==> src/design/lsab_consts.svh <==
`ifndef LSAB_CONSTS_SVH
`define LSAB_CONSTS_SVH

// number of queues sharing the RAM
`define LSAB_QUEUES 4

// pointer width inside one 64-word region
`define LSAB_PTR_BITS 6

`define LSAB_WORD_BITS 32

`define LSAB_CAPACITY 63

`endif

==> src/design/lsab_pkg.sv <==
`include "lsab_consts.svh"
`default_nettype none

package lsab_pkg;

  typedef logic [$clog2(`LSAB_QUEUES)-1:0] qsel_t;

  typedef logic [`LSAB_WORD_BITS-1:0] word_t;

  typedef logic [`LSAB_PTR_BITS-1:0] qlen_t;

  // one request from the bus port, push and pop are single-cycle pulses
  typedef struct packed {
    logic  push;
    logic  pop;
    qsel_t qsel;
    word_t wdata;
  } queue_cmd_t;

  typedef struct packed {
    logic  valid;
    logic  ok;     // low on full push or empty pop
    word_t rdata;
  } queue_done_t;

  typedef struct packed {
    qlen_t len;
    logic  full;
    logic  empty;
  } queue_status_t;

  typedef queue_status_t [`LSAB_QUEUES-1:0] status_vec_t;

endpackage

`default_nettype wire

==> src/design/wb_queue_port.sv <==
`default_nettype none

module wb_queue_port (
  input  wire                        CLK,
  input  wire                        RST,
  input  wire                        cyc,
  input  wire                        stb,
  input  wire                        we,
  input  wire  [4:0]                 adr,
  input  wire lsab_pkg::word_t       dat_w,
  output lsab_pkg::word_t            dat_r,
  output logic                       ack,
  output logic                       err,
  output lsab_pkg::queue_cmd_t       cmd,
  input  wire lsab_pkg::queue_done_t wr_done,
  input  wire lsab_pkg::queue_done_t rd_done,
  input  wire lsab_pkg::status_vec_t status
);

  typedef enum logic [1:0] {
    ST_IDLE,
    ST_WAIT,     // issue command, then wait for its result
    ST_RESP,     // ack or err high
    ST_RELEASE   // wait for stb low
  } state_t;

  state_t state;

  logic accept;
  logic req_new;   // first cycle in ST_WAIT
  logic cmd_push;
  logic cmd_pop;

  // captured bus request
  logic            req_we;
  logic            req_stat;
  lsab_pkg::qsel_t req_qsel;
  lsab_pkg::word_t req_wdata;

  lsab_pkg::queue_done_t done;
  lsab_pkg::word_t       status_word;

  assign accept = (state == ST_IDLE) && cyc && stb;

  assign done = req_we ? wr_done : rd_done;

  assign cmd = '{push: cmd_push, pop: cmd_pop, qsel: req_qsel, wdata: req_wdata};

  // len in 5..0, full in 8, empty in 9
  always_comb begin
    status_word     = '0;
    status_word[5:0] = status[req_qsel].len;
    status_word[8]   = status[req_qsel].full;
    status_word[9]   = status[req_qsel].empty;
  end

  always_ff @(posedge CLK) begin
    if (!RST) begin
      state    <= ST_IDLE;
      req_new  <= 1'b0;
      cmd_push <= 1'b0;
      cmd_pop  <= 1'b0;
      ack      <= 1'b0;
      err      <= 1'b0;
    end else begin
      req_new  <= 1'b0;
      cmd_push <= 1'b0;
      cmd_pop  <= 1'b0;
      ack      <= 1'b0;
      err      <= 1'b0;
      case (state)
        ST_IDLE: begin
          if (accept) begin
            req_new <= 1'b1;
            state   <= ST_WAIT;
          end
        end
        ST_WAIT: begin
          if (req_new) begin
            if (req_stat) begin
              ack   <= !req_we;
              err   <= req_we;  // status is read only
              state <= ST_RESP;
            end else begin
              cmd_push <= req_we;
              cmd_pop  <= !req_we;
            end
          end else if (done.valid) begin
            ack   <= done.ok;
            err   <= !done.ok;
            state <= ST_RESP;
          end
        end
        ST_RESP: begin
          state <= stb ? ST_RELEASE : ST_IDLE;
        end
        ST_RELEASE: begin
          if (!stb) begin
            state <= ST_IDLE;
          end
        end
        default: state <= ST_IDLE;
      endcase
    end
  end

  always_ff @(posedge CLK) begin
    if (accept) begin
      req_we    <= we;
      req_stat  <= adr[4];
      req_qsel  <= adr[3:2];
      req_wdata <= dat_w;
    end
    if (state == ST_WAIT && req_new && req_stat && !req_we) begin
      dat_r <= status_word;
    end else if (state == ST_WAIT && !req_new && !req_we && rd_done.valid) begin
      dat_r <= rd_done.rdata;  // popped word
    end
  end

  a_done_in_wait : assert property (@(posedge CLK) disable iff (!RST)
    (wr_done.valid || rd_done.valid) |-> state == ST_WAIT && !req_new)
    else $error("wb_queue_port: completion outside a pending request");

endmodule

`default_nettype wire

==> config.mk <==
export PLATFORM = sky130hd
export DESIGN_NAME = wb_queue_port
export DESIGN_NICKNAME = d
export VERILOG_FILES = /design/src/design/lsab_pkg.sv /design/src/design/wb_queue_port.sv
export VERILOG_INCLUDE_DIRS = /design/src /design/src/design
export SDC_FILE = /design/constraint.sdc
export NUM_CORES = 1
export LEC_CHECK = 0
export ABC_AREA = 1
export BUFFER_PORTS_ARGS = -buffer_cell sky130_fd_sc_hd__buf_2
export CORE_MARGIN = 2
export CORE_UTILIZATION = 44
export CTS_CLUSTER_SIZE = 25
export DETAILED_ROUTE_END_ITERATION = 6
export PLACE_DENSITY_LB_ADDON = 0.1
export SYNTH_ARGS = -nofsm -noshare
export SYNTH_HDL_FRONTEND = slang
export SYNTH_SLANG_ARGS = --single-unit
==> constraint.sdc <==
create_clock -name CLK -period 5.5 [get_ports CLK]
set_input_delay 0.55 -clock CLK [delete_from_list [all_inputs] [get_ports CLK]]
set_output_delay 0.55 -clock CLK [all_outputs]
set_load 0.05 [all_outputs]
==> impl_results.md <==
- Outcome: completed
- CTS sink count: 75
- Die width: 85.5 um
- Mapped Cells: between 200 and 300
- WP data required: 4.95 ns
- Final Skew: 0.00954 ns
- RSZ-0062 raised after global routing: false
- Synth top area share: 45.2%
- Post-cts sizing count: 0
- Post-synth top cells: 87 x nor2_1, 44 x edfxtp_1, 39 x nand2_1, 39 x o21ai_0, 31 x dfxtp_1
- Max-Cap Viols: 0
- R2R depth: 3
- Mapped Nets: about 430
- Floorplan core area: 6390 um^2
- Buffers and inverters on the worst path: 1
- CP Launch Type: flip-flop
- Post-route ant nets: 0
- WS Path Type: reg2out
- Dominant cells by area after synthesis: edfxtp_1 45%, dfxtp_1 21%, nor2_1 11%, o21ai_0 6.7%, nand2_1 5.0%
- Largest stage delay on the critical path: ~0.7 ns
- Distinct cell type count of the synthesized netlist: 23
- CP Cell Sequence: buf_2
- Via density: 4.72
- YS warnings: 0
- First-pass GRT wire length: 11200 um
- Nets: 609
- Row count: 29
- Worst-skew pair later-pin latency: around 0.34 ns
- Mean post-synth cell area: 10.0 um^2
- HPWL Detailed: about 5100 um
- Fillers: 573
- Remaining DRCs: 0
- Die height: 85.5 um
- Endpoints failing hold: 0
- Fin Hold WS: 0.382 ns
- Seq/Total Area, Yosys: around two thirds
- GR Util All Layers: 19.6%
- Pleak: roughly 1.9 nW
- Post-synth EDFFs: 44
- CTS tree: yes
- Asr flop ratio synth: 0%
- Slew margin rel.: 62.7%
- F_max: about 0.51 GHz
- Post-Synthesis Cell Area: 2920 um^2
- Cell Pwr Density: 508 nW/um^2
- Crit-path max FO: 18
- CP Data Arrival Time: 1.41 ns
- Wire per inst: 12.8 um
- Area Growth Syn to Fin: 37.1%
- Post-Route WL: 7000 um
- GRT overflow: 0
- Vias in the first global route: 2536
- Worst-path clk slew: 0.08 ns
- Worst setup EP type: output port
- Die area: roughly 7300 um^2
- Ys flop type: edfxtp_1
- Post-synthesis register bit count: 75
- Diode count: 0
- I/O pin count: 212
- Initial antenna violation count: 0
- Slowest cell on crit path: edfxtp_1
- DRT iter0 DRCs: 91
- Setup Fix Bufs, Post-CTS: 0
- Family with the most delay on the worst path: flip-flops
- Hold WC Path Type: in2reg
- Largest net degree at the start of global routing: 37
- Via count: 2592
- GPL Wtd Cong: 0.852
- Crit path depth: 1
- Worst vdd ir: 434 uV
- Aggregate negative setup slack: 0 ns
- IO buf count: 177
- Post-synth top area cell: edfxtp_1
- Ratio of cells with drive above 1 in the final layout: 43.0%
- Initial Utilization: 45.8%
- Hold depth: 1
- Tmin final: 1.96 ns
- Final setup viols: 0
- Final Util: 62.8%
- CTS root buffer: clkbuf_8
- Worst-Margin Slew: about 0.56 ns
- # hold bufs at CTS: 0
- Drt pass-1 iters: 5
- Final period util: 35.6%
- Clock Tree Buf Depth: 2
- H-tree Lvls: 3
- Num CTS Buffers: 9
- Final Max Tran Viols: 0
- Cell with the most instances after synthesis: nor2_1
==> layout by cell type, fill, tap and decap left out, types with 2 or more instances in the layout <==
cell type / n
o21ai_0: 39
o21ai_1: 2
a21oi_1: 3
nand2_2: 2
inv_2: 3
nor2_1: 87
nand3_1: 12
edfxtp_1: 44
clkinvlp_4: 3
dfxtp_1: 31
nand2_1: 39
nor4_1: 3
buf_2: 177
clkbuf_8: 9
inv_1: 7
==> area by class of cell <==
class | instances | area, um^2 | area share (%)
clock inverter | 6 | 65.1 | 1.62
clock buffer | 10 | 128 | 3.18
inverter | 11 | 43.8 | 1.09
timing repair buffer | 178 | 893 | 22.3
multi-input combinational | 192 | 842 | 21.0
tap | 77 | 96.3 | 2.40
sequential | 75 | 1940 | 48.4
==> per-stage QoR <==
step / worst slack (ns) / total power [W] / area, um^2 / instances
6_report: 3.54 / 0.00204 / 4010 / 549
5_1_grt: 3.47 / 0.00215 / 4010 / 549
4_1_cts: 3.54 / 0.00206 / 4010 / 549
3_5_place_dp: 3.67 / 0.00165 / 3820 / 533
3_3_place_gp: 3.71 / 0.00163 / 3820 / 533
2_1_floorplan: 1.92 / 0.00146 / 2920 / 292
==> flip-flops by register name, indices dropped and copies added, names as in the netlist <==
name / count
req_stat: 1
ack: 1
dat_r: 32
req_we: 1
req_qsel: 2
req_wdata: 32
state: 2
cmd_pop: 1
req_new: 1
cmd_push: 1
err: 1
==> where the power goes <==
part	internal, W	switching [W]
logic	0.000192	0.000631
clock network	0.000210	0.000198
registers	0.000742	0.0000658
==> layer usage <==
metal	track usage, %	vias up	wire [um]
met2	34.0	114	3560
met3	7.31	7	729
met4	8.23	0	69
met5	0	-	0
li1	-	1320	-
met1	21.7	1151	2650
==> worst paths after layout <==
path	start	to	slack [ns]
setup / recovery	req_qsel[0]$_DFFE_PP_	cmd[32]	3.54
hold / removal	dat_w[18]	req_wdata[18]$_DFFE_PP_	0.38
setup reg to reg	req_we$_DFFE_PP_	dat_r[8]$_DFFE_PP_	3.66
hold reg to reg	req_stat$_DFFE_PP_	cmd_push$_SDFF_PP0_	0.47
==> cell families after synthesis <==
kind of cell | share of synthesized area (%)
simple gates | 20.8
flops | 66.4
buf+inv | 4.96
compound gates | 7.87
Note: power is estimated with default switching activity, not from simulation.
